**src/hdl/chip_pkg.sv**
```systemverilog
/*
 * Chip subsystem package
 * Pad and GPIO counts, APB widths and the register map of both targets
 */
`default_nettype none

package chip_pkg;

  // Pad and GPIO counts
  localparam int NMioPads = 8;
  localparam int NGpio    = 8;

  // Select value 1..8 picks source value-1, 0 and 9..15 disconnect
  localparam int PadSelW  = 4;
  localparam int GpioIdxW = $clog2(NGpio);
  localparam int PadIdxW  = $clog2(NMioPads);

  // APB bus
  localparam int ApbAddrW = 12;
  localparam int ApbDataW = 32;

  // Address bits decoded inside a target
  localparam int TgtOffsW = 8;

  // Word stride of per-pad and per-GPIO registers
  localparam int RegStride = 4;

  // Target bases
  localparam logic [ApbAddrW-1:0] GpioBase   = 12'h000;
  localparam logic [ApbAddrW-1:0] PinmuxBase = 12'h100;

  // GPIO registers
  localparam logic [TgtOffsW-1:0] GpioDataOutOffs = 8'h00;
  localparam logic [TgtOffsW-1:0] GpioOeOffs      = 8'h04;
  // Read only
  localparam logic [TgtOffsW-1:0] GpioDataInOffs  = 8'h08;

  // Pinmux registers
  // One word per pad
  localparam logic [TgtOffsW-1:0] MioOutselOffs = 8'h00;
  // One word per GPIO input
  localparam logic [TgtOffsW-1:0] GpioInselOffs = 8'h20;
  // Sticky until reset
  localparam logic [TgtOffsW-1:0] LockOffs      = 8'h40;

endpackage : chip_pkg

`default_nettype wire

```
**src/hdl/apb_fabric.sv**
```systemverilog
/*
 * APB fabric
 * Routes the external APB port to the GPIO or pinmux target and merges responses
 */
`timescale 1ns/10ps
`default_nettype none

module apb_fabric (
  input  logic                          clk_i,
  input  logic                          arst_n_i,

  // External APB port
  input  logic [chip_pkg::ApbAddrW-1:0] paddr_i,
  input  logic                          psel_i,
  input  logic                          penable_i,
  input  logic                          pwrite_i,
  input  logic [chip_pkg::ApbDataW-1:0] pwdata_i,
  output logic [chip_pkg::ApbDataW-1:0] prdata_o,
  output logic                          pready_o,
  output logic                          pslverr_o,

  // GPIO target
  output logic                          gpio_psel_o,
  output logic                          gpio_penable_o,
  output logic [chip_pkg::ApbAddrW-1:0] gpio_paddr_o,
  output logic                          gpio_pwrite_o,
  output logic [chip_pkg::ApbDataW-1:0] gpio_pwdata_o,
  input  logic [chip_pkg::ApbDataW-1:0] gpio_prdata_i,
  input  logic                          gpio_pready_i,
  input  logic                          gpio_pslverr_i,

  // Pinmux register target
  output logic                          pmx_psel_o,
  output logic                          pmx_penable_o,
  output logic [chip_pkg::ApbAddrW-1:0] pmx_paddr_o,
  output logic                          pmx_pwrite_o,
  output logic [chip_pkg::ApbDataW-1:0] pmx_pwdata_o,
  input  logic [chip_pkg::ApbDataW-1:0] pmx_prdata_i,
  input  logic                          pmx_pready_i,
  input  logic                          pmx_pslverr_i
);

  import chip_pkg::*;

  logic gpio_hit;
  logic pmx_hit;
  logic access;

  // Target select from the bits above the in-block offset
  assign gpio_hit = (paddr_i[ApbAddrW-1:TgtOffsW] == GpioBase[ApbAddrW-1:TgtOffsW]);
  assign pmx_hit  = (paddr_i[ApbAddrW-1:TgtOffsW] == PinmuxBase[ApbAddrW-1:TgtOffsW]);
  assign access   = psel_i & penable_i;

  assign gpio_psel_o    = psel_i & gpio_hit;
  assign gpio_penable_o = penable_i;
  assign gpio_paddr_o   = paddr_i;
  assign gpio_pwrite_o  = pwrite_i;
  assign gpio_pwdata_o  = pwdata_i;

  assign pmx_psel_o    = psel_i & pmx_hit;
  assign pmx_penable_o = penable_i;
  assign pmx_paddr_o   = paddr_i;
  assign pmx_pwrite_o  = pwrite_i;
  assign pmx_pwdata_o  = pwdata_i;

  always_comb begin : resp_mux
    if (gpio_hit) begin
      prdata_o  = gpio_prdata_i;
      pready_o  = gpio_pready_i;
      pslverr_o = gpio_pslverr_i;
    end else if (pmx_hit) begin
      prdata_o  = pmx_prdata_i;
      pready_o  = pmx_pready_i;
      pslverr_o = pmx_pslverr_i;
    end else begin
      // Nothing mapped here, answer with an error
      prdata_o  = '0;
      pready_o  = access;
      pslverr_o = access;
    end
  end

  a_one_target: assert property (@(posedge clk_i) disable iff (!arst_n_i)
    $onehot0({gpio_psel_o, pmx_psel_o}));

  // Access phase must follow a setup phase
  a_penable_psel: assert property (@(posedge clk_i) disable iff (!arst_n_i)
    $rose(penable_i) |-> psel_i);

endmodule : apb_fabric

`default_nettype wire

```
**src/hdl/gpio_port.sv**
```systemverilog
/*
 * GPIO peripheral
 * Data-out and output-enable registers, synchronized input readback over APB
 */
`timescale 1ns/10ps
`default_nettype none

module gpio_port (
  input  logic                          clk_i,
  input  logic                          arst_n_i,

  // APB target
  input  logic                          psel_i,
  input  logic                          penable_i,
  input  logic [chip_pkg::ApbAddrW-1:0] paddr_i,
  input  logic                          pwrite_i,
  input  logic [chip_pkg::ApbDataW-1:0] pwdata_i,
  output logic [chip_pkg::ApbDataW-1:0] prdata_o,
  output logic                          pready_o,
  output logic                          pslverr_o,

  // Pin side, through the pinmux
  input  logic [chip_pkg::NGpio-1:0]    gpio_in_i,
  output logic [chip_pkg::NGpio-1:0]    gpio_out_o,
  output logic [chip_pkg::NGpio-1:0]    gpio_oe_o
);

  import chip_pkg::*;

  logic                access;
  logic [TgtOffsW-1:0] offs;
  logic                hit_dout;
  logic                hit_oe;
  logic                hit_din;
  logic                bad_access;
  logic                wr_en;
  logic [NGpio-1:0]    dout_q;
  logic [NGpio-1:0]    oe_q;
  logic [NGpio-1:0]    sync1_q;
  logic [NGpio-1:0]    sync2_q;

  assign access = psel_i & penable_i;
  assign offs   = paddr_i[TgtOffsW-1:0];

  assign hit_dout = (offs == GpioDataOutOffs);
  assign hit_oe   = (offs == GpioOeOffs);
  assign hit_din  = (offs == GpioDataInOffs);

  // Unknown offset, or a write to the read-only input register
  assign bad_access = ~(hit_dout | hit_oe | hit_din) | (pwrite_i & hit_din);
  assign wr_en      = access & pwrite_i & ~bad_access;

  // Zero wait states
  assign pready_o  = access;
  assign pslverr_o = access & bad_access;

  always_comb begin : read_mux
    prdata_o = '0;
    if (hit_dout) begin
      prdata_o = ApbDataW'(dout_q);
    end else if (hit_oe) begin
      prdata_o = ApbDataW'(oe_q);
    end else if (hit_din) begin
      prdata_o = ApbDataW'(sync2_q);
    end
  end

  always_ff @(posedge clk_i or negedge arst_n_i) begin
    if (!arst_n_i) begin
      dout_q <= '0;
      oe_q   <= '0;
    end else if (wr_en) begin
      if (hit_dout) begin
        dout_q <= pwdata_i[NGpio-1:0];
      end
      if (hit_oe) begin
        oe_q <= pwdata_i[NGpio-1:0];
      end
    end
  end

  // Pads are asynchronous to clk_i, two flops before software sees them
  always_ff @(posedge clk_i or negedge arst_n_i) begin
    if (!arst_n_i) begin
      sync1_q <= '0;
      sync2_q <= '0;
    end else begin
      sync1_q <= gpio_in_i;
      sync2_q <= sync1_q;
    end
  end

  assign gpio_out_o = dout_q;
  assign gpio_oe_o  = oe_q;

  a_pready: assert property (@(posedge clk_i) disable iff (!arst_n_i)
    pready_o == (psel_i && penable_i));

endmodule : gpio_port

`default_nettype wire

```
**src/hdl/pinmux_regs.sv**
```systemverilog
/*
 * Pinmux register block
 * Per-pad output selects, per-GPIO input selects and a sticky lock
 */
`timescale 1ns/10ps
`default_nettype none

module pinmux_regs (
  input  logic                          clk_i,
  input  logic                          arst_n_i,

  // APB target
  input  logic                          psel_i,
  input  logic                          penable_i,
  input  logic [chip_pkg::ApbAddrW-1:0] paddr_i,
  input  logic                          pwrite_i,
  input  logic [chip_pkg::ApbDataW-1:0] pwdata_i,
  output logic [chip_pkg::ApbDataW-1:0] prdata_o,
  output logic                          pready_o,
  output logic                          pslverr_o,

  // Select fields to the pinmux core
  output logic [chip_pkg::NMioPads-1:0][chip_pkg::PadSelW-1:0] mio_outsel_o,
  output logic [chip_pkg::NGpio-1:0][chip_pkg::PadSelW-1:0]    gpio_insel_o
);

  import chip_pkg::*;

  logic                             access;
  logic [TgtOffsW-1:0]              offs;
  logic [NMioPads-1:0]              outsel_hit;
  logic [NGpio-1:0]                 insel_hit;
  logic                             sel_hit;
  logic                             hit_lock;
  logic                             bad_access;
  logic                             wr_en;
  logic                             lock_q;
  logic [NMioPads-1:0][PadSelW-1:0] outsel_q;
  logic [NGpio-1:0][PadSelW-1:0]    insel_q;

  assign access = psel_i & penable_i;
  assign offs   = paddr_i[TgtOffsW-1:0];

  // One-hot decode of the select register arrays
  always_comb begin : decode
    for (int i = 0; i < NMioPads; i++) begin
      outsel_hit[i] = (offs == MioOutselOffs + TgtOffsW'(RegStride * i));
    end
    for (int i = 0; i < NGpio; i++) begin
      insel_hit[i] = (offs == GpioInselOffs + TgtOffsW'(RegStride * i));
    end
  end

  assign sel_hit  = |outsel_hit | |insel_hit;
  assign hit_lock = (offs == LockOffs);

  // LOCK stays writable, selects are refused once locked
  assign bad_access = ~(sel_hit | hit_lock) | (pwrite_i & lock_q & sel_hit);
  assign wr_en      = access & pwrite_i & ~bad_access;

  assign pready_o  = access;
  assign pslverr_o = access & bad_access;

  always_comb begin : read_mux
    prdata_o = '0;
    for (int i = 0; i < NMioPads; i++) begin
      if (outsel_hit[i]) prdata_o = ApbDataW'(outsel_q[i]);
    end
    for (int i = 0; i < NGpio; i++) begin
      if (insel_hit[i]) prdata_o = ApbDataW'(insel_q[i]);
    end
    if (hit_lock) prdata_o = ApbDataW'(lock_q);
  end

  always_ff @(posedge clk_i or negedge arst_n_i) begin
    if (!arst_n_i) begin
      outsel_q <= '0;
      insel_q  <= '0;
      lock_q   <= 1'b0;
    end else if (wr_en) begin
      for (int i = 0; i < NMioPads; i++) begin
        if (outsel_hit[i]) outsel_q[i] <= pwdata_i[PadSelW-1:0];
      end
      for (int i = 0; i < NGpio; i++) begin
        if (insel_hit[i]) insel_q[i] <= pwdata_i[PadSelW-1:0];
      end
      // Writing 0 never clears it
      if (hit_lock) lock_q <= lock_q | pwdata_i[0];
    end
  end

  assign mio_outsel_o = outsel_q;
  assign gpio_insel_o = insel_q;

  // Once locked, routing is frozen until reset
  a_lock_frozen: assert property (@(posedge clk_i) disable iff (!arst_n_i)
    lock_q |=> ($stable(outsel_q) && $stable(insel_q) && lock_q));

endmodule : pinmux_regs

`default_nettype wire

```
**src/hdl/pinmux_core.sv**
```systemverilog
/*
 * Pinmux core
 * Combinational routing of GPIO outputs to pads and pad inputs to GPIO
 */
`timescale 1ns/10ps
`default_nettype none

module pinmux_core (
  // Select fields from the register block
  input  logic [chip_pkg::NMioPads-1:0][chip_pkg::PadSelW-1:0] mio_outsel_i,
  input  logic [chip_pkg::NGpio-1:0][chip_pkg::PadSelW-1:0]    gpio_insel_i,

  // GPIO side
  input  logic [chip_pkg::NGpio-1:0]    gpio_out_i,
  input  logic [chip_pkg::NGpio-1:0]    gpio_oe_i,
  output logic [chip_pkg::NGpio-1:0]    gpio_in_o,

  // Pad side
  input  logic [chip_pkg::NMioPads-1:0] mio_in_i,
  output logic [chip_pkg::NMioPads-1:0] mio_out_o,
  output logic [chip_pkg::NMioPads-1:0] mio_oe_o
);

  import chip_pkg::*;

  // Select names source sel-1 when 1 <= sel <= n
  function automatic logic sel_valid(input logic [PadSelW-1:0] sel, input int n);
    return (sel != '0) && (int'(sel) <= n);
  endfunction

  // Disconnected pads neither drive nor enable
  always_comb begin : out_route
    logic [PadSelW-1:0] src;
    mio_out_o = '0;
    mio_oe_o  = '0;
    for (int p = 0; p < NMioPads; p++) begin
      src = mio_outsel_i[p] - 1'b1;
      if (sel_valid(mio_outsel_i[p], NGpio)) begin
        mio_out_o[p] = gpio_out_i[src[GpioIdxW-1:0]];
        mio_oe_o[p]  = gpio_oe_i[src[GpioIdxW-1:0]];
      end
    end
  end

  // Unrouted GPIO inputs read as 0
  always_comb begin : in_route
    logic [PadSelW-1:0] src;
    gpio_in_o = '0;
    for (int g = 0; g < NGpio; g++) begin
      src = gpio_insel_i[g] - 1'b1;
      if (sel_valid(gpio_insel_i[g], NMioPads)) begin
        gpio_in_o[g] = mio_in_i[src[PadIdxW-1:0]];
      end
    end
  end

  // A pad whose select is out of range must stay tristated
  always_comb begin : oe_check
    for (int p = 0; p < NMioPads; p++) begin
      a_oe_range: assert final (!mio_oe_o[p] ||
                                (mio_outsel_i[p] != '0 && int'(mio_outsel_i[p]) <= NGpio))
        else $error("pad %0d enabled with select %0d", p, mio_outsel_i[p]);
    end
  end

endmodule : pinmux_core

`default_nettype wire

```
**src/hdl/chip_top.sv**
```systemverilog
/*
 * Chip-level top
 * APB fabric, GPIO, pinmux registers and pinmux core between APB and pads
 */
`timescale 1ns/10ps
`default_nettype none

module chip_top (
  input  logic                          clk_i,
  input  logic                          arst_n_i,

  // APB
  input  logic [chip_pkg::ApbAddrW-1:0] paddr_i,
  input  logic                          psel_i,
  input  logic                          penable_i,
  input  logic                          pwrite_i,
  input  logic [chip_pkg::ApbDataW-1:0] pwdata_i,
  output logic [chip_pkg::ApbDataW-1:0] prdata_o,
  output logic                          pready_o,
  output logic                          pslverr_o,

  // Multiplexed I/O
  input  logic [chip_pkg::NMioPads-1:0] mio_in_i,
  output logic [chip_pkg::NMioPads-1:0] mio_out_o,
  output logic [chip_pkg::NMioPads-1:0] mio_oe_o
);

  import chip_pkg::*;

  // GPIO target bus
  logic                gpio_psel;
  logic                gpio_penable;
  logic [ApbAddrW-1:0] gpio_paddr;
  logic                gpio_pwrite;
  logic [ApbDataW-1:0] gpio_pwdata;
  logic [ApbDataW-1:0] gpio_prdata;
  logic                gpio_pready;
  logic                gpio_pslverr;

  // Pinmux register target bus
  logic                pmx_psel;
  logic                pmx_penable;
  logic [ApbAddrW-1:0] pmx_paddr;
  logic                pmx_pwrite;
  logic [ApbDataW-1:0] pmx_pwdata;
  logic [ApbDataW-1:0] pmx_prdata;
  logic                pmx_pready;
  logic                pmx_pslverr;

  // Routing configuration and GPIO pins
  logic [NMioPads-1:0][PadSelW-1:0] mio_outsel;
  logic [NGpio-1:0][PadSelW-1:0]    gpio_insel;
  logic [NGpio-1:0]                 gpio_out;
  logic [NGpio-1:0]                 gpio_oe;
  logic [NGpio-1:0]                 gpio_in;

  apb_fabric u_fabric (
    .clk_i          (clk_i),
    .arst_n_i       (arst_n_i),
    .paddr_i        (paddr_i),
    .psel_i         (psel_i),
    .penable_i      (penable_i),
    .pwrite_i       (pwrite_i),
    .pwdata_i       (pwdata_i),
    .prdata_o       (prdata_o),
    .pready_o       (pready_o),
    .pslverr_o      (pslverr_o),
    .gpio_psel_o    (gpio_psel),
    .gpio_penable_o (gpio_penable),
    .gpio_paddr_o   (gpio_paddr),
    .gpio_pwrite_o  (gpio_pwrite),
    .gpio_pwdata_o  (gpio_pwdata),
    .gpio_prdata_i  (gpio_prdata),
    .gpio_pready_i  (gpio_pready),
    .gpio_pslverr_i (gpio_pslverr),
    .pmx_psel_o     (pmx_psel),
    .pmx_penable_o  (pmx_penable),
    .pmx_paddr_o    (pmx_paddr),
    .pmx_pwrite_o   (pmx_pwrite),
    .pmx_pwdata_o   (pmx_pwdata),
    .pmx_prdata_i   (pmx_prdata),
    .pmx_pready_i   (pmx_pready),
    .pmx_pslverr_i  (pmx_pslverr)
  );

  gpio_port u_gpio (
    .clk_i      (clk_i),
    .arst_n_i   (arst_n_i),
    .psel_i     (gpio_psel),
    .penable_i  (gpio_penable),
    .paddr_i    (gpio_paddr),
    .pwrite_i   (gpio_pwrite),
    .pwdata_i   (gpio_pwdata),
    .prdata_o   (gpio_prdata),
    .pready_o   (gpio_pready),
    .pslverr_o  (gpio_pslverr),
    .gpio_in_i  (gpio_in),
    .gpio_out_o (gpio_out),
    .gpio_oe_o  (gpio_oe)
  );

  pinmux_regs u_pinmux_regs (
    .clk_i        (clk_i),
    .arst_n_i     (arst_n_i),
    .psel_i       (pmx_psel),
    .penable_i    (pmx_penable),
    .paddr_i      (pmx_paddr),
    .pwrite_i     (pmx_pwrite),
    .pwdata_i     (pmx_pwdata),
    .prdata_o     (pmx_prdata),
    .pready_o     (pmx_pready),
    .pslverr_o    (pmx_pslverr),
    .mio_outsel_o (mio_outsel),
    .gpio_insel_o (gpio_insel)
  );

  pinmux_core u_pinmux_core (
    .mio_outsel_i (mio_outsel),
    .gpio_insel_i (gpio_insel),
    .gpio_out_i   (gpio_out),
    .gpio_oe_i    (gpio_oe),
    .gpio_in_o    (gpio_in),
    .mio_in_i     (mio_in_i),
    .mio_out_o    (mio_out_o),
    .mio_oe_o     (mio_oe_o)
  );

endmodule : chip_top

`default_nettype wire

```
**config.mk**
```make
export PLATFORM = sky130hd
export DESIGN_NAME = chip_top
export DESIGN_NICKNAME = d
export VERILOG_FILES = /design/src/hdl/chip_pkg.sv /design/src/hdl/apb_fabric.sv /design/src/hdl/gpio_port.sv /design/src/hdl/pinmux_regs.sv /design/src/hdl/pinmux_core.sv /design/src/hdl/chip_top.sv
export SDC_FILE = /design/constraint.sdc
export NUM_CORES = 1
export LEC_CHECK = 0
export ABC_CLOCK_PERIOD_IN_PS = 2550
export BUFFER_PORTS_ARGS = -buffer_cell sky130_fd_sc_hd__buf_2
export CORE_AREA = 5 5 153 155
export DETAILED_ROUTE_END_ITERATION = 8
export DIE_AREA = 0 0 158 160
export GPL_TIMING_DRIVEN = 0
export PLACE_DENSITY = 0.69
export SYNTH_ARGS = -nofsm -noshare
export SYNTH_HDL_FRONTEND = slang
export SYNTH_HIERARCHICAL = 1
export SYNTH_SLANG_ARGS = --single-unit
```
**constraint.sdc**
```tcl
create_clock -name clk_i -period 2.55 [get_ports clk_i]
set_clock_uncertainty 0.2 [all_clocks]
set_input_delay 0.1275 -clock clk_i [delete_from_list [all_inputs] [get_ports clk_i]]
set_output_delay 0.1275 -clock clk_i [all_outputs]
set_load 0.05 [all_outputs]
```
==> results.sh <==
export IMPL_syn_inst=878
export IMPL_final_area_sq_um=10700
export IMPL_path_clk_slew_ns=0.08
export IMPL_grt_max_degree=59
export IMPL_cp_start_kind="register"
export IMPL_power_density_nw_per_um2=315
export IMPL_violations="setup timing"
export IMPL_die_h_um=160
export IMPL_drtIter0Drc=650
export IMPL_fmax_ghz=0.391
export IMPL_hold_depth=3
export IMPL_setup_viol=2
export IMPL_outcome="finished, violations left"
export IMPL_p_seq_frac=0.454
export IMPL_syn_area_per_cell_sq_um=10.5
export IMPL_cp_arrival_ns=2.23
export IMPL_ant_nets=0
export IMPL_ios=107
export IMPL_clockBufferDepth=2
export IMPL_p_sw_uw=926
export IMPL_rsz0062_at_grt="true"
export IMPL_wl_per_cell_um=19.6
export IMPL_drtPass1Iterations=5
export IMPL_slew_headroom=0.386
export IMPL_drt_total_wl_um=25200
export IMPL_cts_tree="built"
export IMPL_antenna_found_initial=0
export IMPL_regToRegStartpoint="u_pinmux_regs/gpio_insel_o[28]$_DFFE_PN0P_"
export IMPL_leakage_nw=4.91
export IMPL_final_period_utilization=1.00
export IMPL_crit_fanout=2
export IMPL_syn2layout_area_growth_pct=17.0
export IMPL_grt_pass1_vias=7313
export IMPL_regToRegEndpoint="u_gpio/sync1_q[7]$_DFF_PN0_"
export IMPL_required_ns=2.22
export IMPL_overflow=0
export IMPL_hpwl_um=18400
export IMPL_p_clk_frac=0.394
export IMPL_rows=54
export IMPL_drc_errors=0
export IMPL_htree_levels=3
export IMPL_final_hold_viol_count=0
export IMPL_core_area_sq_um=21700
export IMPL_globalplace_congestion=0.932
export IMPL_vias_per_cell=5.77
export IMPL_netSwitchingFraction=0.273
export IMPL_hold_worst_slack_ns=0.0177
export IMPL_p_int_mw=2.46
export IMPL_n_fill_cell=1954
export IMPL_num_vias=7417
export IMPL_multi_input_area_sq_um=6040
export IMPL_drive_gt1_frac=0.377
export IMPL_critPathKind="register to output pin"
export IMPL_diodes=0
export IMPL_dieArea_sq_um=25300
export IMPL_dp_slack_ns=-0.615
export IMPL_cts_made_buffers=9
export IMPL_cts_sinks=97
export IMPL_comb_power_share=0.151
export IMPL_holdCritStartpoint="paddr_i[2]"
export IMPL_synth_cell_area_sq_um=9180
export IMPL_grt_pass1_wl_um=39300
export IMPL_cp_end_kind="output pin"
export IMPL_r2r_cells=5
export IMPL_hold_path_class="primary input to register"
export IMPL_track_usage=0.194
export IMPL_placed_area_sq_um=9960
export IMPL_irDropWorstVdd_v=0.000296
export IMPL_start_util=0.423
export IMPL_clkLatencyLatePin_ns=0.35
export IMPL_finalPower_mw=3.39
export IMPL_hold_path_endpoint="u_gpio/gpio_out_o[7]$_DFFE_PN0P_"
export IMPL_layout_min_cycle_time_ns=2.56
export IMPL_worst_slew_pin_slew_ns=0.918
export IMPL_maxCapViolations=0
export IMPL_port_buffers=40
export IMPL_slew_viol_final=0
export IMPL_final_nets=1089
export IMPL_r2r_slack_ns=0.34
export IMPL_ff_latch_area_sq_um=2430
export IMPL_yosys_warnings=6
export IMPL_setup_slack_ns=-0.00537
export IMPL_ctsRootBufferMaster="clkbuf_16"
export IMPL_dieWidth_um=158
==> layout make-up <==
| class | instances | share of cell area |
|---|---|---|
| Clock buffer | 11 | 0.0226 |
| Timing Repair Buffer | 66 | 0.0447 |
| Multi-Input combinational cell | 647 | 0.562 |
| Buffer | 133 | 0.0907 |
| Clock inverter | 5 | 0.00431 |
| Tap cell | 280 | 0.0326 |
| Sequential cell | 97 | 0.226 |
| Inverter | 46 | 0.0165 |
==> flip-flops by register name, summed over array words and instances (netlist names) <==
name	count
u_pinmux_regs/gpio_insel_o	32
u_pinmux_regs/mio_outsel_o	32
u_gpio/gpio_oe_o	8
u_gpio/gpio_out_o	8
u_gpio/sync1_q	8
u_gpio/sync2_q	8
u_pinmux_regs/lock_q	1
==> critical path, cell delays in order (launching register included) <==
cell	delay (ns)
dfrtp_2	0.44
mux4_2	0.49
nor2_1	0.10
a21oi_1	0.06
o41ai_2	0.22
a21oi_1	0.10
mux2i_1	0.26
nor2_2	0.06
buf_6	0.15
==> how the worst max path moves through the flow <==
stage	slack (ns)	depth (start not counted)	to	from
floorplan	0.03	6	mio_oe_o[7]	u_pinmux_regs/mio_outsel_o[28]$_DFFE_PN0P_
global placement	-0.68	11	prdata_o[3]	paddr_i[7]
detailed placement	-0.61	11	prdata_o[3]	paddr_i[3]
CTS	-0.02	8	prdata_o[0]	u_pinmux_regs/gpio_insel_o[12]$_DFFE_PN0P_
global route	-0.09	8	prdata_o[0]	u_pinmux_regs/gpio_insel_o[12]$_DFFE_PN0P_
finish	-0.005	8	prdata_o[0]	u_pinmux_regs/gpio_insel_o[12]$_DFFE_PN0P_
==> power by group through the flow <==
| stage | clock [mW] | combinational (mW) | sequential (mW) |
|---|---|---|---|
| floorplan | 0 | 0.357 | 1.57 |
| global placement | 0 | 0.466 | 1.57 |
| detailed placement | 0 | 0.476 | 1.57 |
| CTS | 1.36 | 0.501 | 1.54 |
| global route | 1.41 | 0.555 | 1.54 |
| finish | 1.34 | 0.513 | 1.54 |
==> routing by layer <==
metal / up-vias / routed length, um / global-route usage
met4: 0 / 374 / 0.0566
met2: 308 / 12000 / 0.305
met3: 33 / 1930 / 0.0290
li1: 3403 / - / -
met1: 3673 / 11000 / 0.280
met5: - / 0 / 0
==> what timing repair did <==
item	4_1_cts	5_1_grt
setup endpoints to repair	7	16
cloned	0	0
hold endpoints to repair	80	0
setup buffers	11	5
pin swaps	5	7
hold buffers	9	0
gates resized for setup	41	31
==> metrics by stage <==
stage               instances  setup TNS (ns)  utilization
finish                   1285        -0.00596        0.495
floorplan                 928               0            -
global route             1285          -0.335        0.495
detailed placement       1249          -11.59        0.459
CTS                      1280         -0.0245        0.487
global placement         1248          -11.02        0.458
==> layout by cell type (no fill, tap or decap), types with 11 or more instances in the layout <==
cell type,n
mux4_2,48
buf_2,39
a21oi_1,20
conb_1,52
and2_1,11
mux2i_1,62
nand2_1,22
nand3_1,33
a22oi_1,12
nor2_1,57
or2_2,11
nand2b_1,11
mux4_1,13
mux2_2,84
dfrtp_1,93
inv_1,45
nor3b_1,11
o211ai_1,13
clkbuf_1,12
buf_6,20
ha_1,26
o21ai_0,26
buf_4,110
No activity file was read; power rests on OpenSTA's default activity.
